==> config.mk <==
export PLATFORM = sky130hd
export DESIGN_NAME = host_bus_decode
export DESIGN_NICKNAME = d
export VERILOG_FILES = /design/src/design/eth_tx_pkg.sv /design/src/design/host_bus_decode.sv
export SDC_FILE = /design/constraint.sdc
export NUM_CORES = 1
export LEC_CHECK = 0
export ABC_AREA = 1
export BUFFER_PORTS_ARGS = -buffer_cell sky130_fd_sc_hd__buf_2
export CELL_PAD_IN_SITES_DETAIL_PLACEMENT = 1
export CELL_PAD_IN_SITES_GLOBAL_PLACEMENT = 1
export CORE_MARGIN = 2
export CORE_UTILIZATION = 29
export DETAILED_ROUTE_END_ITERATION = 8
export GPL_TIMING_DRIVEN = 0
export PLACE_DENSITY_LB_ADDON = 0.25
export SKIP_LAST_GASP = 1
export SLEW_MARGIN = 20
export SYNTH_ARGS = -nofsm -noshare
export SYNTH_HDL_FRONTEND = slang
export SYNTH_SLANG_ARGS = --single-unit
==> constraint.sdc <==
create_clock -name clock -period 2.2 [get_ports clock]
set_input_delay 0.44 -clock clock [delete_from_list [all_inputs] [get_ports clock]]
set_output_delay 0.44 -clock clock [all_outputs]
set_load 0.02 [all_outputs]
==> src/design/eth_tx_pkg.sv <==
package eth_tx_pkg;

    // ------------------------------------------------------------------
    // basic types
    // ------------------------------------------------------------------
    typedef logic [7:0]  byte_t;      // payload and line octet
    typedef logic [15:0] bus_addr_t;  // bit 15 set selects registers
    typedef logic [15:0] bus_data_t;

    // register selects in address bits 1:0
    localparam logic [1:0] REG_LEN    = 2'd0;
    localparam logic [1:0] REG_STATUS = 2'd1;
    localparam logic [1:0] REG_COMMIT = 2'd2;

    localparam int STATUS_WRITE_DROPPED_BIT  = 0;
    localparam int STATUS_COMMIT_REFUSED_BIT = 1;

    // ------------------------------------------------------------------
    // line framing
    // ------------------------------------------------------------------
    localparam byte_t PREAMBLE_BYTE = 8'h55;
    localparam byte_t SFD_BYTE      = 8'hD5;

    localparam int PREAMBLE_LEN   = 7;
    localparam int FCS_LEN        = 4;
    localparam int MIN_GAP_CYCLES = 12;  // idle cycles after each frame

    typedef enum logic [2:0] {
        TX_IDLE,
        TX_PREAMBLE,
        TX_SFD,
        TX_PAYLOAD,
        TX_FCS,
        TX_GAP
    } tx_state_t;

    // reflected form of 04C11DB7
    localparam logic [31:0] CRC32_POLY = 32'hEDB8_8320;

    // One octet through the Ethernet CRC-32, bit 0 of the octet first.
    // Start from all ones and complement the result to get the FCS.
    function automatic logic [31:0] crc32_next(input logic [31:0] crc, input byte_t data);
        logic [31:0] c;
        c = crc ^ {24'd0, data};
        for (int i = 0; i < 8; i++)
        begin
            if (c[0])
                c = (c >> 1) ^ CRC32_POLY;
            else
                c = c >> 1;
        end
        return c;
    endfunction

endpackage

==> src/design/host_bus_decode.sv <==
module host_bus_decode #(
    parameter int PACKET_SIZE = 402
) (
    input  logic                  clock,
    input  logic                  reset,
    input  logic                  wb_cyc,
    input  logic                  wb_stb,
    input  logic                  wb_we,
    input  eth_tx_pkg::bus_addr_t wb_adr,
    input  eth_tx_pkg::byte_t     wb_dat_w,
    output eth_tx_pkg::bus_data_t wb_dat_r,
    output logic                  wb_ack,
    output logic                  op_write_byte,
    output logic                  op_commit,
    output logic [14:0]           byte_offset,
    output eth_tx_pkg::byte_t     byte_value,
    input  logic [15:0]           current_len,
    input  logic                  last_commit_refused,
    input  logic [7:0]            pending_count
);
    import eth_tx_pkg::*;

    logic       new_req;
    logic       is_reg;
    logic       offset_ok;
    logic       write_dropped;
    logic [1:0] reg_sel;
    bus_data_t  status_word;

    assign new_req   = wb_cyc && wb_stb && !wb_ack;  // ack low, so not yet served
    assign is_reg    = wb_adr[15];
    assign reg_sel   = wb_adr[1:0];
    assign offset_ok = 32'(wb_adr[14:0]) < PACKET_SIZE;

    always_comb
    begin
        status_word                            = '0;
        status_word[15:8]                      = pending_count;
        status_word[STATUS_WRITE_DROPPED_BIT]  = write_dropped;
        status_word[STATUS_COMMIT_REFUSED_BIT] = last_commit_refused;
    end

    always_ff @(posedge clock)
    begin
        if (reset)
        begin
            wb_ack        <= 1'b0;
            op_write_byte <= 1'b0;
            op_commit     <= 1'b0;
            write_dropped <= 1'b0;
        end
        else
        begin
            wb_ack        <= new_req;  // single cycle, ack blocks a repeat
            op_write_byte <= new_req && wb_we && !is_reg && offset_ok;
            op_commit     <= new_req && wb_we && is_reg && (reg_sel == REG_COMMIT);
            if (new_req && wb_we && !is_reg)
                write_dropped <= !offset_ok;  // legal write clears it
        end
    end

    // operands and read data captured together with ack
    always_ff @(posedge clock)
    begin
        if (new_req)
        begin
            byte_offset <= wb_adr[14:0];
            byte_value  <= wb_dat_w;
            wb_dat_r    <= '0;  // data space reads as zero
            if (is_reg && !wb_we)
            begin
                case (reg_sel)
                    REG_LEN:    wb_dat_r <= current_len;
                    REG_STATUS: wb_dat_r <= status_word;
                    default:    wb_dat_r <= '0;
                endcase
            end
        end
    end

    ack_needs_stb: assert property (@(posedge clock) disable iff (reset) wb_ack |-> wb_stb);

endmodule

; ---- Yosys cells after proc, flatten, opt, wreduce, memory -nomap -nowiden
; Cells that the tools add are included.
; Widths: inputs -> output; s select.
[classes]
eq_ne = 2
n_reduce_logical = 13
order_cmp = 1
muxes = 1
[ops]
columns = cell, n
row1 = $pmux 16 s2, 1
row2 = $lt 15x9->1 const B, 1
row3 = $logic_and 1x1->1, 8
row4 = $logic_not 1->1, 4
row5 = $eq 2x1->1 const B, 1
row6 = $eq 2x2->1 const B, 1
row7 = $logic_not 2->1, 1
[word_totals]
out_inout_bits = 42
wordCells = 24
register_bits = 43

; ---- Logic depth before layout (Yosys ltp)
[logic_depth]
ltp_word = 5
ltp_mapped = 7

; ---- Worst setup path after synthesis
; Ideal clock, no wire load.
[synth_path]
kind = input port to flip-flop
start = input port wb_cyc
end = register write_dropped
setup_ps = 120
arrival_ps = 2020
setup_slack_ps = 60
path_buffers = 0
cell_stages = 5
required_time_ps = 2080
path_cell_list = nand2_1 nor2_2 nand3_1 nor2_1 a21oi_1
[synth_between]
elab_chain_len = 4
[synth_rtl]
columns = element, line
row1 = from (decl), host_bus_decode.sv:6  ; input logic wb_cyc,
row2 = $logic_and 1x1->1 (2 in a row), host_bus_decode.sv:30  ; assign new_req = wb_cyc && wb_stb && !wb_ack;
row3 = net new_req, host_bus_decode.sv:23  ; logic new_req;
row4 = $logic_and 1x1->1 (2 in a row), host_bus_decode.sv:57  ; if (new_req && wb_we && !is_reg)
row5 = to (signal assigned), host_bus_decode.sv:58  ; write_dropped <= !offset_ok;
row6 = to (decl), host_bus_decode.sv:26  ; logic write_dropped;
; The timed path passes the listed nets, and every way through them passes these cells.
; A chain may end at the register's enable or synchronous reset.

; ---- Final worst setup path
[layout_path]
start = register wb_ack
end = output port wb_ack
[layout_rtl]
columns = element, line
row1 = from (decl), host_bus_decode.sv:12  ; output logic wb_ack,
row2 = from (signal assigned), host_bus_decode.sv:54  ; wb_ack <= new_req;
; No word-level cell between the ends.

==> impl_metrics.tcl <==
set metrics [dict create \
    cts_hold_buf 0 \
    cts_setup_buffers 0 \
    rows 27 \
    hold_violations 0 \
    die_width_um 79.98 \
    run_status "complete, no violations" \
    finalPower_mw 1.866 \
    cp_num_cells 1 \
    clk_pin_slew_ns 0.08 \
    crit_fanout 3 \
    cp.required_ns 1.76 \
    synth.avg_cell_area_um2 14.43 \
    wl_per_cell_um 13.96 \
    clockRootBuffer "clkbuf_8" \
    timing.rr.end "wb_dat_r[6]" \
    synth-warning-count 0 \
    cap_viol_max_count 0 \
    grt_first_pass_wirelength_um 6423 \
    dieArea_mm2 0.006397 \
    slowest_delay_ns 0.39 \
    leakagePower_nw 0.9802 \
    place_area_mm2 0.002265 \
    fin_crit_sh_pct 59.84 \
    grt.overflow.total 0 \
    ys_ff_latch 43 \
    critPathLaunch "wb_ack" \
    grt_pass1_vias 1329 \
    cp-start-kind "register" \
    critPathTopFamily "flip-flops" \
    synth_area_mm2 0.001674 \
    wirelength_um 4075 \
    fill_cells 641 \
    cpMaxStageDelayCell "dfxtp_1" \
    rsz0062_at_grt "false" \
    worstReg2RegStart "wb_ack" \
    drive_gt1_share_pct 55.00 \
    gp_congestion 0.7439 \
    fp.dieH_um 79.98 \
    synth_cells 116 \
    ir_drop_mv 0.2961 \
    drc 0 \
    start_util_pct 30.22 \
    cts.sinks 43 \
    path_cells "buf_2" \
    dp.cells 284 \
    io_buffers 95 \
    grt_max_degree 29 \
    worstSetupEndpointType "output port" \
    cp_num_buf_inv 1 \
    post-route-min-period_ns 1.316 \
    antenna_found_initial 0 \
    viasPerCell 4.349 \
    cts_tree "yes" \
    first_pass_iters 4 \
    grtUsageTotal_pct 13.39 \
    io_pins 96 \
    max_freq_ghz 0.7596 \
    worst_r2r_path_depth 2 \
    maxSlewViolCount 0 \
    cts_resized 0 \
    powerDensity_mw_per_mm2 777.1 \
    syn-num-nets 170 \
    numCtsBuffers 5 \
    clockBufferDepth 2 \
    diodes 0 \
    postRouteAntennaNets 0 \
    tightest_slew_ns 0.4601 \
    crit_type "register to output port" \
    dr_total_vias 1270 \
    cp-endpoint "wb_ack" \
    layout_commonest_cell "buf_2" \
    fin_skew_ns 0.005627 \
    setup_viol 0 \
    nets 273 \
    r2r_slack_ns 0.89 \
    core_mm2 0.005540 \
    design_area_mm2 0.002401 \
    worstPathArrival_ns 0.88 \
    drtIter0Drc 68 \
    syn_to_final_growth_pct 43.42 \
    fin_cells 292 \
    min-delay-path-class "primary input to register" \
    clk_latency_ns 0.29 \
    final_cell_mix "buf_2, edfxtp_1, nand3_1" \
    layout.area.seq_mm2 0.001251 \
    maxSlewHeadroom_pct 69.25 \
    multi_input_area_um2 357.8 \
    ys_types 17 \
    dpl.hpwl_um 3161 \
    ys_seq_area_share_pct 74.74 \
    cts_max_level 2 \
]
[worst min-delay path by stage]
stage | start | to | slack (ns) | cells past startpoint
final | wb_dat_w[2] | byte_value[2] | 0.31 | 1
after global routing | wb_dat_w[2] | byte_value[2] | 0.30 | 1
after CTS | wb_dat_w[2] | byte_value[2] | 0.31 | 1
after detailed placement | wb_ack | wb_ack | 0.50 | 1
after global placement | wb_ack | wb_ack | 0.46 | 1
after floorplan | write_dropped | write_dropped | 0.49 | 4
[routing by layer]
metal	part of all wire (%)	GRT usage [%]	vias up
met1	39	15.45	584
met3	6.1	4.186	9
met2	52	22.75	49
met4	2.7	5.763	0
li1	-	-	628
met5	0	0	-
[cells by family after synthesis]
group,Yosys count,synth area share (%)
buffers and inverters,11,4.186
AND/OR/NAND/NOR,51,15.10
AO/OA/AOI/OAI,11,5.979
flip-flops,43,74.74
[synthesized netlist by cell type]
| cell type | number | area, µm² |
|---|---|---|
| buf_12 | 1 | 20.02 |
| a21oi_2 | 9 | 78.83 |
| a21oi_1 | 1 | 5.000 |
| dfxtp_1 | 4 | 80.08 |
| edfxtp_1 | 39 | 1171 |
| or2_1 | 1 | 6.260 |
| nand2_1 | 10 | 37.54 |
| buf_6 | 1 | 11.26 |
| buf_2 | 4 | 20.02 |
| nor2_1 | 7 | 26.28 |
| nor3_1 | 2 | 10.01 |
| and3_1 | 1 | 6.260 |
| nor2_2 | 1 | 6.260 |
| nand3_1 | 23 | 115.1 |
| nor3b_1 | 6 | 45.04 |
| inv_1 | 5 | 18.77 |
| a21oi_4 | 1 | 16.27 |
[state kept, by name, indices dropped and copies added, names as in the netlist]
register,count
byte_value,8
wb_ack,1
write_dropped,1
byte_offset,15
wb_dat_r,16
op_commit,1
op_write_byte,1
[area by class of cell]
type | count | area share (%)
sequential | 43 | 52.11
buffer | 6 | 2.137
clock buffer | 5 | 2.866
timing repair buffer | 96 | 20.64
inverter | 5 | 0.7817
clock inverter | 3 | 2.814
tap | 72 | 3.752
multi-input combinational | 62 | 14.90
[power breakdown]
| part | leakage [nW] | switching, mW | internal [mW] |
|---|---|---|---|
| clock network | 0.0644 | 0.274 | 0.453 |
| logic | 0.524 | 0.122 | 0.0805 |
| registers | 0.391 | 0.00836 | 0.928 |
[metrics by stage]
step	utilization, %	worst slack, ns	TNS, ns	hold WS [ns]
after floorplan	-	0.06010	0	0.4913
after detailed placement	40.88	0.6199	0	0.5013
final	43.34	0.8835	0	0.3140
after global placement	40.42	-0.6173	-14.63	0.4597
after CTS	43.34	0.8607	0	0.3060
after global routing	43.34	0.7456	0	0.3021
No activity file was read; power rests on OpenSTA's default activity.
