--- src/design/eth_tx_pkg.sv ---
package eth_tx_pkg;

    // ------------------------------------------------------------------
    // basic types
    // ------------------------------------------------------------------
    typedef logic [7:0]  byte_t;      // payload and line octet
    typedef logic [15:0] bus_addr_t;  // bit 15 set selects registers
    typedef logic [15:0] bus_data_t;

    // register selects in address bits 1:0
    localparam logic [1:0] REG_LEN    = 2'd0;
    localparam logic [1:0] REG_STATUS = 2'd1;
    localparam logic [1:0] REG_COMMIT = 2'd2;

    localparam int STATUS_WRITE_DROPPED_BIT  = 0;
    localparam int STATUS_COMMIT_REFUSED_BIT = 1;

    // ------------------------------------------------------------------
    // line framing
    // ------------------------------------------------------------------
    localparam byte_t PREAMBLE_BYTE = 8'h55;
    localparam byte_t SFD_BYTE      = 8'hD5;

    localparam int PREAMBLE_LEN   = 7;
    localparam int FCS_LEN        = 4;
    localparam int MIN_GAP_CYCLES = 12;  // idle cycles after each frame

    typedef enum logic [2:0] {
        TX_IDLE,
        TX_PREAMBLE,
        TX_SFD,
        TX_PAYLOAD,
        TX_FCS,
        TX_GAP
    } tx_state_t;

    // reflected form of 04C11DB7
    localparam logic [31:0] CRC32_POLY = 32'hEDB8_8320;

    // One octet through the Ethernet CRC-32, bit 0 of the octet first.
    // Start from all ones and complement the result to get the FCS.
    function automatic logic [31:0] crc32_next(input logic [31:0] crc, input byte_t data);
        logic [31:0] c;
        c = crc ^ {24'd0, data};
        for (int i = 0; i < 8; i++)
        begin
            if (c[0])
                c = (c >> 1) ^ CRC32_POLY;
            else
                c = c >> 1;
        end
        return c;
    endfunction

endpackage

--- src/design/tx_frame_sender.sv ---
module tx_frame_sender (
    input  logic              clock,
    input  logic              reset,
    input  logic              frame_pending,
    input  logic [15:0]       frame_len,
    output logic [15:0]       payload_index,
    input  eth_tx_pkg::byte_t payload_byte,
    output logic              frame_sent,
    output eth_tx_pkg::byte_t tx_data,
    output logic              tx_en
);
    import eth_tx_pkg::*;

    tx_state_t   state;
    logic [15:0] count;       // cycles spent in the current state
    logic [15:0] len_q;
    logic [31:0] crc;
    logic [31:0] fcs;
    logic [15:0] next_index;

    assign fcs = ~crc;

    // stop the prefetch at the last payload byte
    assign next_index = (payload_index + 16'd1 < len_q) ? payload_index + 16'd1 : payload_index;

    always_comb
    begin
        case (state)
            TX_PREAMBLE: tx_data = PREAMBLE_BYTE;
            TX_SFD:      tx_data = SFD_BYTE;
            TX_PAYLOAD:  tx_data = payload_byte;  // fetched one cycle earlier
            TX_FCS:      tx_data = fcs[8*count[1:0] +: 8];  // low byte first
            default:     tx_data = '0;
        endcase
    end

    // ------------------------------------------------------------------
    // frame sequencing
    // ------------------------------------------------------------------
    always_ff @(posedge clock)
    begin
        if (reset)
        begin
            state         <= TX_IDLE;
            tx_en         <= 1'b0;
            frame_sent    <= 1'b0;
            count         <= '0;
            payload_index <= '0;
        end
        else
        begin
            frame_sent <= 1'b0;
            case (state)
                TX_IDLE:
                begin
                    if (frame_pending)
                    begin
                        state         <= TX_PREAMBLE;
                        tx_en         <= 1'b1;
                        count         <= '0;
                        payload_index <= '0;  // index 0 ready before payload
                    end
                end
                TX_PREAMBLE:
                begin
                    if (count == 16'(PREAMBLE_LEN - 1))
                        state <= TX_SFD;
                    else
                        count <= count + 16'd1;
                end
                TX_SFD:
                begin
                    count         <= '0;
                    payload_index <= next_index;
                    state         <= (len_q == 16'd0) ? TX_FCS : TX_PAYLOAD;
                end
                TX_PAYLOAD:
                begin
                    payload_index <= next_index;
                    if (count == len_q - 16'd1)
                    begin
                        count <= '0;
                        state <= TX_FCS;
                    end
                    else
                    begin
                        count <= count + 16'd1;
                    end
                end
                TX_FCS:
                begin
                    if (count == 16'(FCS_LEN - 1))
                    begin
                        state      <= TX_GAP;
                        tx_en      <= 1'b0;
                        frame_sent <= 1'b1;  // frees the slot
                        count      <= '0;
                    end
                    else
                    begin
                        count <= count + 16'd1;
                    end
                end
                TX_GAP:
                begin
                    if (count == 16'(MIN_GAP_CYCLES - 1))
                        state <= TX_IDLE;
                    else
                        count <= count + 16'd1;
                end
                default:
                    state <= TX_IDLE;
            endcase
        end
    end

    // length latch and running CRC
    always_ff @(posedge clock)
    begin
        if (state == TX_IDLE)
        begin
            len_q <= frame_len;
            crc   <= 32'hFFFF_FFFF;
        end
        else if (state == TX_PAYLOAD)
        begin
            crc <= crc32_next(crc, payload_byte);
        end
    end

    line_quiet_between_frames: assert property (@(posedge clock) disable iff (reset)
        (state == TX_IDLE || state == TX_GAP) |-> !tx_en);

endmodule

--- config.mk ---
export PLATFORM = sky130hd
export DESIGN_NAME = tx_frame_sender
export DESIGN_NICKNAME = d
export VERILOG_FILES = /design/src/design/eth_tx_pkg.sv /design/src/design/tx_frame_sender.sv
export SDC_FILE = /design/constraint.sdc
export NUM_CORES = 1
export LEC_CHECK = 0
export ABC_AREA = 1
export BUFFER_PORTS_ARGS = -buffer_cell sky130_fd_sc_hd__buf_2
export CAP_MARGIN = 20
export CORE_ASPECT_RATIO = 0.6
export CORE_MARGIN = 3
export CORE_UTILIZATION = 61
export CTS_CLUSTER_DIAMETER = 60
export DETAILED_ROUTE_END_ITERATION = 10
export PLACE_DENSITY = 0.81
export SLEW_MARGIN = 20
export SYNTH_ARGS = -nofsm -noshare
export SYNTH_HDL_FRONTEND = slang
export SYNTH_SLANG_ARGS = --single-unit
export TNS_END_PERCENT = 100
--- constraint.sdc ---
create_clock -name clock -period 3.24 [get_ports clock]
set_input_delay 0.648 -clock clock [delete_from_list [all_inputs] [get_ports clock]]
set_output_delay 0.648 -clock clock [all_outputs]
set_load 0.03 [all_outputs]
Word-level counts from Yosys, hierarchy flattened --
Cells that the tools add are included.
Storage, ports and cells: register bits 85, latch bits 0, bits in writable memories 0, bits in read-only memories 0, input bits 27, logic and storage cells 93, memories 0
Operators by class: $add $sub $neg 3, $mul 0, divide/modulo/power cells 0, $lt $le $gt $ge 1, eq/ne operators 17, shift-type cells 1, muxes and demuxes 42, bitwise logic cells 11, reduce and logical (&&, ||, !) cells 11
Operators with widths (number):
- two-way mux 32 bit | 22
- inverter 13 -> 14 bit | 8
- two-way mux 16 bit | 6
- one-hot mux 16 bit (6 select lines) | 1
- adder 16 x 1 -> 16 bit, second input constant | 2
- inverter 32 bit | 1
- one-hot mux 16 bit (2 select lines) | 1
- one-hot mux 8 bit (4 select lines) | 1
- indexed part select 32 x 6 -> 8 bit | 1
- XOR 32 x 8 -> 32 bit | 1
- two-way mux 3 bit | 6
- one-hot mux 3 bit (6 select lines) | 1
- equality test 16 bit | 1
- equality test 16 x 2 -> 1 bit, second input constant | 1
- equality test 16 x 3 -> 1 bit, second input constant | 1
- equality test 16 x 4 -> 1 bit, second input constant | 1
- zero test 16 bit | 1
- less-than comparator 16 bit | 1
- subtractor 16 x 1 -> 16 bit, second input constant | 1
- != test 2 bit, second input constant | 7
- equality test 3 x 2 -> 1 bit, second input constant | 2
- equality test 3 bit, second input constant | 2
- AND reduction 3 bit | 2
- nonzero test 6 bit | 1
- other kinds (10) | 14

Logic depth before layout (Yosys ltp) --
Gate-level depths: netlist (run 1).
word-level depth 31, mapped depth 18

Least setup slack after synthesis (run 1) --
No wires, ideal clock.
kind flip-flop to flip-flop, from reg payload_index[0], to reg payload_index[13], library setup time 0.132 ns, arrival time 2.715 ns, required time 3.108 ns, setup slack 0.392 ns, cell stages (with the launch flop) 19, cells stage by stage dfxtp_1 > and3_2 > nand3_2 > nand3b_4 > nor2_4 > nand3_2 > xor2_1 > inv_1 > ha_1 > nand2_1 > o21ai_0 > nand3_1 > a21oi_1 > nor2_1 > nand2_1 > inv_2 > buf_4 > nand2_1 > a21oi_1
On the way: longest elaborated chain between the ends 4
RTL lines:
- start: declaration | RTL line tx_frame_sender.sv:6 | output logic [15:0] payload_index,
- start signal: assignment | RTL line tx_frame_sender.sv:74 | payload_index <= next_index;
- start signal: assignment | RTL line tx_frame_sender.sv:79 | payload_index <= next_index;
- adder 16 x 1 -> 16 bit * | RTL line tx_frame_sender.sv:24 | assign next_index = (payload_index + 16'd1 < len_q) ? payload_index + 16'd1 : payload_index;
- less-than comparator 16 bit | RTL line tx_frame_sender.sv:24
- != test 2 x 1 -> 1 bit (no source line)
- AND reduction 3 bit (no source line)
Every way passes the cells marked *; elsewhere a longest branch is shown, timed or not. The select of a mux whose other input is x is not followed. A chain may end at the register's enable or synchronous reset.

Worst setup path in the final report (run 1) --
from reg payload_index[2], to reg payload_index[15]
Same word-level chain as after synthesis.

==> impl_results.html, run 1 <==
<table>
<tr><th>Metric</th><th>Value</th></tr>
<tr><th colspan="2">Critical path</th></tr>
<tr><td>Worst path required time</td><td>3.47 ns</td></tr>
<tr><td>Maximum fanout along the worst path</td><td>8</td></tr>
<tr><td>Type of element launching the critical path</td><td>flip-flop</td></tr>
<tr><td>CP peak stage delay</td><td>0.41 ns</td></tr>
<tr><td>Number of buffers and inverters on the critical path</td><td>1</td></tr>
<tr><td>Kind of cell adding the most delay to the critical path</td><td>simple AND/OR/NAND/NOR gates</td></tr>
<tr><td>Slowest CP cell</td><td>sky130_fd_sc_hd__dfxtp_1</td></tr>
<tr><td>Signal arrival time at the worst endpoint</td><td>3.12 ns</td></tr>
<tr><td>Cell breakdown of the critical path</td><td>and3_2, nand3_2, nand3b_4, nor2_4, nand3_2, xor2_1, inv_1, ha_1, nand2_1, o21ai_0, nand3_1, a21oi_1, nor2_1, nand2_2, nand2_1, o21ai_0, a21oi_1</td></tr>
<tr><td>Reg2reg setup slack</td><td>0.35 ns</td></tr>
<tr><td>Kind of critical path</td><td>flip-flop to flip-flop</td></tr>
<tr><td>Kind of end point of the critical path</td><td>flip-flop</td></tr>
<tr><th colspan="2">Placement</th></tr>
<tr><td>Minimum setup slack after placement</td><td>0.221 ns</td></tr>
<tr><td>Placer Congestion</td><td>0.938</td></tr>
<tr><td>Placed Cells</td><td>1,049</td></tr>
<tr><td>Post-detailed-placement half-perimeter wirelength</td><td>12,300 um</td></tr>
<tr><td>Number of buffers added on ports</td><td>52</td></tr>
<tr><th colspan="2">Floorplanning</th></tr>
<tr><td>Row cnt</td><td>28</td></tr>
<tr><td>Overall die area</td><td>11,600 um2</td></tr>
<tr><td>Initial standard-cell utilization of the core</td><td>0.633</td></tr>
<tr><td>Die Span Y</td><td>84.7 um</td></tr>
<tr><td>X dimension of the die</td><td>137 um</td></tr>
<tr><td>Count of boundary I/O pins</td><td>53</td></tr>
<tr><td>Placeable core region</td><td>9950 um2</td></tr>
<tr><th colspan="2">Power</th></tr>
<tr><td>Largest voltage drop on the vdd net</td><td>338 uV</td></tr>
<tr><td>Clock share of power</td><td>0.297</td></tr>
<tr><td>Comb power frac</td><td>0.339</td></tr>
<tr><td>Switching part of the total</td><td>0.386</td></tr>
<tr><td>Leakage power total</td><td>3.51 nW</td></tr>
<tr><td>Register share of total power</td><td>0.364</td></tr>
<tr><td>Switching power</td><td>1.37 mW</td></tr>
<tr><td>Power per cell area</td><td>510 nW/um2</td></tr>
<tr><td>Int Power</td><td>2.18 mW</td></tr>
<tr><th colspan="2">Clock network</th></tr>
<tr><td>Clock net sink count</td><td>85</td></tr>
<tr><td>Clock tree root buffer cell</td><td>sky130_fd_sc_hd__clkbuf_16</td></tr>
<tr><td>Max Root-Sink Buffers</td><td>2</td></tr>
<tr><td>Clock transition at the registers of the reported paths</td><td>0.06 ns</td></tr>
<tr><td>Skew-Pair Late Insertion Delay</td><td>0.35 ns</td></tr>
<tr><td>Number of H-tree levels</td><td>3</td></tr>
<tr><td>Number of buffers created by CTS</td><td>9</td></tr>
<tr><td>CTS Hold Buffers Added</td><td>0</td></tr>
<tr><td>TritonCTS clock tree</td><td>done</td></tr>
<tr><th colspan="2">Flow run</th></tr>
<tr><td>Number of violations of the max-capacitance limit</td><td>0</td></tr>
<tr><th colspan="2">Timing</th></tr>
<tr><td>Hold Violations, Final</td><td>0</td></tr>
<tr><td>Rel. slew slack</td><td>0.479</td></tr>
<tr><td>Period minus WS final</td><td>2.89 ns</td></tr>
<tr><td>Setup repair after global routing missed its margin</td><td>false</td></tr>
<tr><td>Max Freq</td><td>346 MHz</td></tr>
<tr><td>Setup slack of the critical path after layout</td><td>0.353 ns</td></tr>
<tr><td>Worst setup skew after layout</td><td>0.00744 ns</td></tr>
<tr><td>TNS Setup</td><td>0 ns</td></tr>
<tr><td>Fin crit share</td><td>0.891</td></tr>
<tr><td>Final Max Slew Viols</td><td>0</td></tr>
<tr><td>Final setup violation count</td><td>0</td></tr>
<tr><td>Actual transition at the worst max-transition pin</td><td>0.781 ns</td></tr>
<tr><th colspan="2">Status</th></tr>
<tr><td>Outcome</td><td>finished clean</td></tr>
<tr><th colspan="2">Final layout</th></tr>
<tr><td>Synth-to-Final Area Change</td><td>10.4%</td></tr>
<tr><td>Total Nets Final</td><td>972</td></tr>
<tr><td>Total area of sequential cells</td><td>1860 um2</td></tr>
<tr><td>Layout cell share with drive strength beyond 1</td><td>0.165</td></tr>
<tr><td>Area taken by multi-input logic gates</td><td>3790 um2</td></tr>
<tr><td>Fraction of the core area covered by cells at the end of the flow</td><td>0.699</td></tr>
<tr><td>Fill cell count</td><td>818</td></tr>
<tr><td>Number of antenna cells inserted</td><td>0</td></tr>
<tr><td>Final standard cell count with taps included and fillers excluded</td><td>1,065</td></tr>
<tr><th colspan="2">Route</th></tr>
<tr><td>Vias per Instance</td><td>5.70</td></tr>
<tr><td>Number of detailed-route iterations in the first pass</td><td>5</td></tr>
<tr><td>Iteration-0 DRC count of the detailed router</td><td>728</td></tr>
<tr><td>DR vias</td><td>6,068</td></tr>
<tr><td>Final routed wire length divided by cell count</td><td>15.7 um</td></tr>
<tr><td>Routed wire length</td><td>16,700 um</td></tr>
<tr><td>DRC errors left</td><td>0</td></tr>
<tr><td>DRT antenna net count</td><td>0</td></tr>
<tr><th colspan="2">Hold path</th></tr>
<tr><td>Type of the most critical hold path</td><td>flip-flop to flip-flop</td></tr>
<tr><th colspan="2">Synthesis</th></tr>
<tr><td>Total nets after synthesis</td><td>933</td></tr>
<tr><td>Distinct cell type count of the synthesized netlist</td><td>46</td></tr>
<tr><td>Leading cell types by total area after synthesis</td><td>sky130_fd_sc_hd__dfxtp_1 (22%), sky130_fd_sc_hd__nand2_1 (10%), sky130_fd_sc_hd__edfxtp_1 (7.6%)</td></tr>
<tr><td>Synth Instances</td><td>887</td></tr>
<tr><td>Mean post-synth cell area</td><td>7.10 um2</td></tr>
<tr><td>Asr flop ratio synth</td><td>0</td></tr>
<tr><td>Portion of the post-synthesis area used by sequential elements</td><td>0.295</td></tr>
<tr><td>Synthesized cell area</td><td>6300 um2</td></tr>
<tr><td>Most area-hungry cell type in the Yosys netlist</td><td>sky130_fd_sc_hd__dfxtp_1</td></tr>
<tr><td>Number of warnings reported in the yosys synthesis log</td><td>0</td></tr>
<tr><td>EDFF count, synth</td><td>16</td></tr>
<tr><td>Flip-flop and latch count after synthesis</td><td>85</td></tr>
<tr><td>Most used standard cells in the synthesized netlist</td><td>sky130_fd_sc_hd__nand2_1 (175), sky130_fd_sc_hd__inv_1 (123), sky130_fd_sc_hd__dfxtp_1 (69), sky130_fd_sc_hd__nand3_1 (69), sky130_fd_sc_hd__nor2_1 (56)</td></tr>
<tr><td>Yosys top cell area share</td><td>0.219</td></tr>
<tr><td>Most instantiated library cell after synthesis</td><td>sky130_fd_sc_hd__nand2_1</td></tr>
<tr><td>Flip-flop cell with the highest count after synthesis</td><td>sky130_fd_sc_hd__dfxtp_1</td></tr>
<tr><th colspan="2">Global routing</th></tr>
<tr><td>Global-route wire length before repair</td><td>27,400 um</td></tr>
<tr><td>Antenna violations before repair</td><td>0</td></tr>
<tr><td>Final global-route overflow total</td><td>0</td></tr>
<tr><td>Total GRT Usage</td><td>0.296</td></tr>
<tr><td>Met1 global-route usage</td><td>0.473</td></tr>
<tr><td>Maximum number of pins on one net before global-route repair</td><td>47</td></tr>
<tr><td>Vias in the first global route</td><td>5,300</td></tr>
<tr><td>Global route hottest layer</td><td>met1</td></tr>
<tr><td>Met3 demand-to-capacity share in global routing</td><td>0.0838</td></tr>
<tr><td>Met2 Resource Use GR</td><td>0.390</td></tr>
</table>
==> cells by family after synthesis <==
logic type,count (synthesis),synth area share
AO/OA/AOI/OAI,145,0.134
XOR/XNOR,84,0.123
adder cells (fa/ha/maj),19,0.0377
buffers and inverters,165,0.105
flip-flops,85,0.295
AND/OR/NAND/NOR,389,0.305
==> metrics by stage <==
step / total power, mW / hold WS, ns / instance area, um2
after floorplan: 2.16 / 0.436 / 6300
after global placement: 2.45 / 0.445 / 6650
after detailed placement: 2.47 / 0.456 / 6650
after CTS: 3.53 / 0.469 / 6940
after global routing: 3.72 / 0.466 / 6960
final: 3.55 / 0.470 / 6960
==> power by group through the flow <==
stage | sequential (mW) | combinational [mW] | clock (mW)
global placement | 1.31 | 1.14 | 0
global route | 1.30 | 1.32 | 1.10
CTS | 1.29 | 1.17 | 1.07
floorplan | 1.30 | 0.865 | 0
finish | 1.29 | 1.20 | 1.05
detailed placement | 1.31 | 1.16 | 0
==> path summary, 6_finish.rpt <==
kind	from	cells past startpoint	endpoint
worst max-delay path	payload_index[2]	17	payload_index[15]
worst min-delay path	crc[10]	1	crc[10]
worst max register to register	payload_index[2]	17	payload_index[15]
worst min register to register	crc[10]	1	crc[10]
==> placed cells by master (no fill, tap or decap), types with 7 or more instances in the layout <==
cell type	count
sky130_fd_sc_hd__a21oi_1	51
sky130_fd_sc_hd__buf_2	52
sky130_fd_sc_hd__buf_4	12
sky130_fd_sc_hd__clkbuf_16	9
sky130_fd_sc_hd__dfxtp_1	68
sky130_fd_sc_hd__edfxtp_1	16
sky130_fd_sc_hd__ha_1	19
sky130_fd_sc_hd__inv_1	123
sky130_fd_sc_hd__nand2_1	174
sky130_fd_sc_hd__nand2_2	10
sky130_fd_sc_hd__nand3_1	69
sky130_fd_sc_hd__nand3_2	24
sky130_fd_sc_hd__nand4_1	11
sky130_fd_sc_hd__nor2_1	55
sky130_fd_sc_hd__nor2_2	8
sky130_fd_sc_hd__nor2_4	7
sky130_fd_sc_hd__nor3_1	8
sky130_fd_sc_hd__o211ai_1	24
sky130_fd_sc_hd__o21ai_0	48
sky130_fd_sc_hd__xnor2_1	25
sky130_fd_sc_hd__xor2_1	54
==> area by class of cell <==
class	instances	area share
clock buffer	10	0.0344
inverter	129	0.0700
clock inverter	5	0.00845
multi-input combinational	637	0.545
timing repair buffer	64	0.0504
tap	135	0.0243
sequential	85	0.268
==> registers in the layout (all words and copies together) (netlist names) <==
name	flops
crc	32
count	16
len_q	16
payload_index	16
state	3
frame_sent	1
tx_en	1
==> worst register-to-register path: cells and delay by family (launching register included) <==
| family | cells | cell delay (ns) |
|---|---|---|
| AOI/OAI and AO/OA | 4 | 0.59 |
| xor gates and xnor gates | 1 | 0.15 |
| adders and majority gates | 1 | 0.30 |
| buffers and inverters | 1 | 0.09 |
| DFF | 1 | 0.41 |
| and+or+nand+nor | 10 | 1.25 |
==> routing by layer <==
layer	part of all wire	vias up
li1	-	2959
met5	0	-
met1	0.49	2768
met4	0.0078	0
met3	0.12	12
met2	0.39	329
==> what timing repair did <==
item,in CTS,in global routing
gates resized for setup,0,4
buffers inserted,0,1
setup endpoints to repair,0,16
hold endpoints to repair,0,0
Power figures use the tool's default switching activity.
==> run 2: changes to the inputs <==
Settings changed: BUFFER_PORTS_ARGS -buffer_cell sky130_fd_sc_hd__buf_2 to not set, CORE_UTILIZATION 61 to 63, DONT_BUFFER_PORTS set to 1, PLACE_DENSITY 0.81 to 0.79.
==> run 2 against run 1 <==
Compared with the run above:
- non-clock buffer count shrank 37
- register-to-register slack worse by 0.09 ns
- final cell count down 3.8%
- sequential power about the same
- critical endpoint is now payload_index[4]
- largest cell class unchanged
==> impl_results.html, run 2 (same netlist as run 1, synthesis figures left out) <==
<table>
<tr><th>Metric</th><th>Value</th></tr>
<tr><th colspan="2">Status</th></tr>
<tr><td>Outcome</td><td>finished clean</td></tr>
<tr><th colspan="2">Power</th></tr>
<tr><td>Largest voltage drop on the vdd net</td><td>403 uV (+19%)</td></tr>
<tr><td>Leakage power total</td><td>3.36 nW (-4.3%)</td></tr>
<tr><td>Power per cell area</td><td>533 nW/um2 (+4.6%)</td></tr>
<tr><th colspan="2">Timing</th></tr>
<tr><td>Actual transition at the worst max-transition pin</td><td>0.899 ns (+0.119 ns)</td></tr>
<tr><td>Setup slack of the critical path after layout</td><td>0.263 ns (-0.0900 ns)</td></tr>
<tr><td>Period minus WS final</td><td>2.98 ns (+0.0900 ns)</td></tr>
<tr><td>Final Max Slew Viols</td><td>0 (unchanged)</td></tr>
<tr><td>Setup repair after global routing missed its margin</td><td>false</td></tr>
<tr><td>TNS Setup</td><td>0 ns (unchanged)</td></tr>
<tr><td>Final setup violation count</td><td>0 (unchanged)</td></tr>
<tr><td>Max Freq</td><td>336 MHz (-3.0%)</td></tr>
<tr><td>Fin crit share</td><td>0.919 (+0.0278)</td></tr>
<tr><td>Worst setup skew after layout</td><td>0.00886 ns (+0.00141 ns)</td></tr>
<tr><td>Rel. slew slack</td><td>0.400 (-0.0792)</td></tr>
<tr><td>Hold Violations, Final</td><td>0 (unchanged)</td></tr>
<tr><th colspan="2">Flow run</th></tr>
<tr><td>Number of violations of the max-capacitance limit</td><td>0 (unchanged)</td></tr>
<tr><th colspan="2">Final layout</th></tr>
<tr><td>Area taken by multi-input logic gates</td><td>3790 um2 (unchanged)</td></tr>
<tr><td>Total area of sequential cells</td><td>1860 um2 (about the same)</td></tr>
<tr><td>Most frequent standard cell in the layout excluding fill and tap cells</td><td>sky130_fd_sc_hd__nand2_1</td></tr>
<tr><td>Layout cell share with drive strength beyond 1</td><td>0.129 (-0.0359)</td></tr>
<tr><td>Number of antenna cells inserted</td><td>0 (unchanged)</td></tr>
<tr><td>Total Nets Final</td><td>935 (-3.8%)</td></tr>
<tr><td>Fill cell count</td><td>766 (-6.4%)</td></tr>
<tr><td>Synth-to-Final Area Change</td><td>8.32%</td></tr>
<tr><td>Largest reg by FF count</td><td>crc</td></tr>
<tr><td>Max FFs per register</td><td>32 (unchanged)</td></tr>
<tr><td>Highest-count cells in the layout ignoring fill and taps</td><td>sky130_fd_sc_hd__nand2_1 (174), sky130_fd_sc_hd__inv_1 (123), sky130_fd_sc_hd__nand3_1 (69), sky130_fd_sc_hd__dfxtp_1 (69), sky130_fd_sc_hd__nor2_1 (55)</td></tr>
<tr><th colspan="2">Hold path</th></tr>
<tr><td>Type of the most critical hold path</td><td>input pin to flip-flop</td></tr>
<tr><td>Source of the worst hold timing path</td><td>reset</td></tr>
<tr><td>Worst Hold Endpoint</td><td>tx_en</td></tr>
<tr><td>Cell depth of the worst hold path</td><td>1 (unchanged)</td></tr>
<tr><th colspan="2">Route</th></tr>
<tr><td>Final routed wire length divided by cell count</td><td>17.4 um (+11%)</td></tr>
<tr><td>Vias per Instance</td><td>6.00 (+5.3%)</td></tr>
<tr><td>DR vias</td><td>6,142 (+1.2%)</td></tr>
<tr><td>DRT antenna net count</td><td>0 (unchanged)</td></tr>
<tr><td>Number of detailed-route iterations in the first pass</td><td>6 (+1)</td></tr>
<tr><td>DRC errors left</td><td>0 (unchanged)</td></tr>
<tr><td>Iteration-0 DRC count of the detailed router</td><td>746 (+2.5%)</td></tr>
<tr><td>Routed wire length</td><td>17,800 um (+6.6%)</td></tr>
<tr><th colspan="2">Global routing</th></tr>
<tr><td>Final global-route overflow total</td><td>0 (unchanged)</td></tr>
<tr><td>Met2 Resource Use GR</td><td>0.441 (+0.0518)</td></tr>
<tr><td>Met3 demand-to-capacity share in global routing</td><td>0.0910 (+0.00713)</td></tr>
<tr><td>Global route hottest layer</td><td>met1</td></tr>
<tr><td>Met1 global-route usage</td><td>0.472 (-0.000840)</td></tr>
<tr><td>Antenna violations before repair</td><td>0 (unchanged)</td></tr>
<tr><td>Maximum number of pins on one net before global-route repair</td><td>46 (-2.1%)</td></tr>
<tr><td>Total GRT Usage</td><td>0.314 (+0.0173)</td></tr>
<tr><td>Global-route wire length before repair</td><td>28,400 um (+3.8%)</td></tr>
<tr><td>Vias in the first global route</td><td>5,628 (+6.2%)</td></tr>
<tr><th colspan="2">Critical path</th></tr>
<tr><td>Worst path required time</td><td>3.51 ns (+0.04 ns)</td></tr>
<tr><td>Type of element launching the critical path</td><td>flip-flop</td></tr>
<tr><td>Maximum fanout along the worst path</td><td>10 (+2)</td></tr>
<tr><td>Kind of critical path</td><td>flip-flop to flip-flop</td></tr>
<tr><td>Critical Path Start</td><td>payload_index[0]</td></tr>
<tr><td>Signal arrival time at the worst endpoint</td><td>3.25 ns (+0.13 ns)</td></tr>
<tr><td>Reg2reg path depth</td><td>17 (unchanged)</td></tr>
<tr><td>Kind of end point of the critical path</td><td>flip-flop</td></tr>
<tr><td>Reg2reg setup slack</td><td>0.26 ns (-0.09 ns)</td></tr>
<tr><td>End of the worst register-to-register path</td><td>payload_index[4]</td></tr>
<tr><td>Origin of the critical flop-to-flop path</td><td>payload_index[0]</td></tr>
<tr><th colspan="2">Clock network</th></tr>
<tr><td>CTS Hold Buffers Added</td><td>0 (unchanged)</td></tr>
<tr><td>Number of buffers created by CTS</td><td>9 (unchanged)</td></tr>
<tr><td>Clock net sink count</td><td>85 (unchanged)</td></tr>
<tr><td>Number of H-tree levels</td><td>3 (unchanged)</td></tr>
<tr><td>Post-CTS sizing</td><td>0 (unchanged)</td></tr>
<tr><td>TritonCTS clock tree</td><td>done</td></tr>
<tr><td>Max Root-Sink Buffers</td><td>2 (unchanged)</td></tr>
<tr><td>Skew-Pair Late Insertion Delay</td><td>0.34 ns (about the same)</td></tr>
<tr><td>Clock transition at the registers of the reported paths</td><td>0.07 ns (about the same)</td></tr>
<tr><td>Clock tree root buffer cell</td><td>sky130_fd_sc_hd__clkbuf_16</td></tr>
<tr><td>Post-CTS setup repair buffer count</td><td>0 (unchanged)</td></tr>
<tr><th colspan="2">Placement</th></tr>
<tr><td>Number of buffers added on ports</td><td>0 (-100%)</td></tr>
<tr><td>Minimum setup slack after placement</td><td>0.314 ns (+0.0928 ns)</td></tr>
<tr><td>Placer Congestion</td><td>0.973 (+3.7%)</td></tr>
<tr><td>Post-detailed-placement half-perimeter wirelength</td><td>13,300 um (+8.4%)</td></tr>
<tr><th colspan="2">Floorplanning</th></tr>
<tr><td>Initial standard-cell utilization of the core</td><td>0.666 (+0.0328)</td></tr>
<tr><td>Placeable core region</td><td>9460 um2 (-4.9%)</td></tr>
<tr><td>Count of boundary I/O pins</td><td>53 (unchanged)</td></tr>
<tr><td>Overall die area</td><td>11,300 um2 (-3.0%)</td></tr>
<tr><td>Row cnt</td><td>27 (-3.6%)</td></tr>
<tr><td>X dimension of the die</td><td>135 um (-1.5%)</td></tr>
<tr><td>Die Span Y</td><td>83.5 um (-1.5%)</td></tr>
</table>
==> run 2: how the worst max path moves through the flow <==
stage	to	slack (ns)	cells after the start
4_1_cts	payload_index[9]	0.29	17
2_1_floorplan	payload_index[13]	0.39	18
3_5_place_dp	payload_index[9]	0.31	17
5_1_grt	payload_index[4]	0.03	16
3_3_place_gp	payload_index[10]	0.48	17
6_report	payload_index[4]	0.26	17
==> run 2: power breakdown <==
group | switching [mW] | internal (mW) | leakage, nW
combinational | 0.830 | 0.367 | 2.48
sequential | 0.116 | 1.19 | 0.719
clock | 0.440 | 0.699 | 0.161
==> run 2: area by class of cell <==
cell class / instances / share of cell area
multi-input combinational: 637 / 0.555
sequential: 85 / 0.273
timing repair buffer: 27 / 0.0297
inverter: 129 / 0.0709
clock inverter: 5 / 0.0119
clock buffer: 11 / 0.0356
tap: 130 / 0.0238
==> run 2: metal layers <==
layer / up-vias / wire [um]
met4: 0 / 265
met1: 2861 / 8140
met2: 346 / 7210
met5: - / 0
li1: 2894 / -
met3: 41 / 2210
==> run 2: metrics by stage <==
| stage | util | instances | cell area, um2 | power, mW | hold WS (ns) |
|---|---|---|---|---|---|
| after floorplan | - | 887 | 6300 | 2.16 | 0.436 |
| after global placement | 0.687 | 1008 | 6500 | 2.42 | 0.446 |
| after detailed placement | 0.687 | 1008 | 6500 | 2.47 | 0.462 |
| after CTS | 0.721 | 1024 | 6820 | 3.60 | 0.358 |
| after global routing | 0.722 | 1024 | 6830 | 3.81 | 0.355 |
| final | 0.722 | 1024 | 6830 | 3.64 | 0.363 |
==> run 2: critical path, cell delays in order (launching register included) <==
cell                       delay [ns]
sky130_fd_sc_hd__dfxtp_1         0.41
sky130_fd_sc_hd__and3_2          0.24
sky130_fd_sc_hd__nand3_2         0.08
sky130_fd_sc_hd__nand3b_4        0.19
sky130_fd_sc_hd__nor2_4          0.12
sky130_fd_sc_hd__nand3_2         0.11
sky130_fd_sc_hd__xor2_1          0.16
sky130_fd_sc_hd__inv_1           0.08
sky130_fd_sc_hd__ha_1            0.31
sky130_fd_sc_hd__nand2_1         0.09
sky130_fd_sc_hd__o21ai_0         0.20
sky130_fd_sc_hd__nand3_1         0.11
sky130_fd_sc_hd__a21oi_1         0.16
sky130_fd_sc_hd__nor2_1          0.07
sky130_fd_sc_hd__nand2_2         0.14
sky130_fd_sc_hd__buf_4           0.20
sky130_fd_sc_hd__nand3_1         0.08
sky130_fd_sc_hd__a21oi_1         0.16
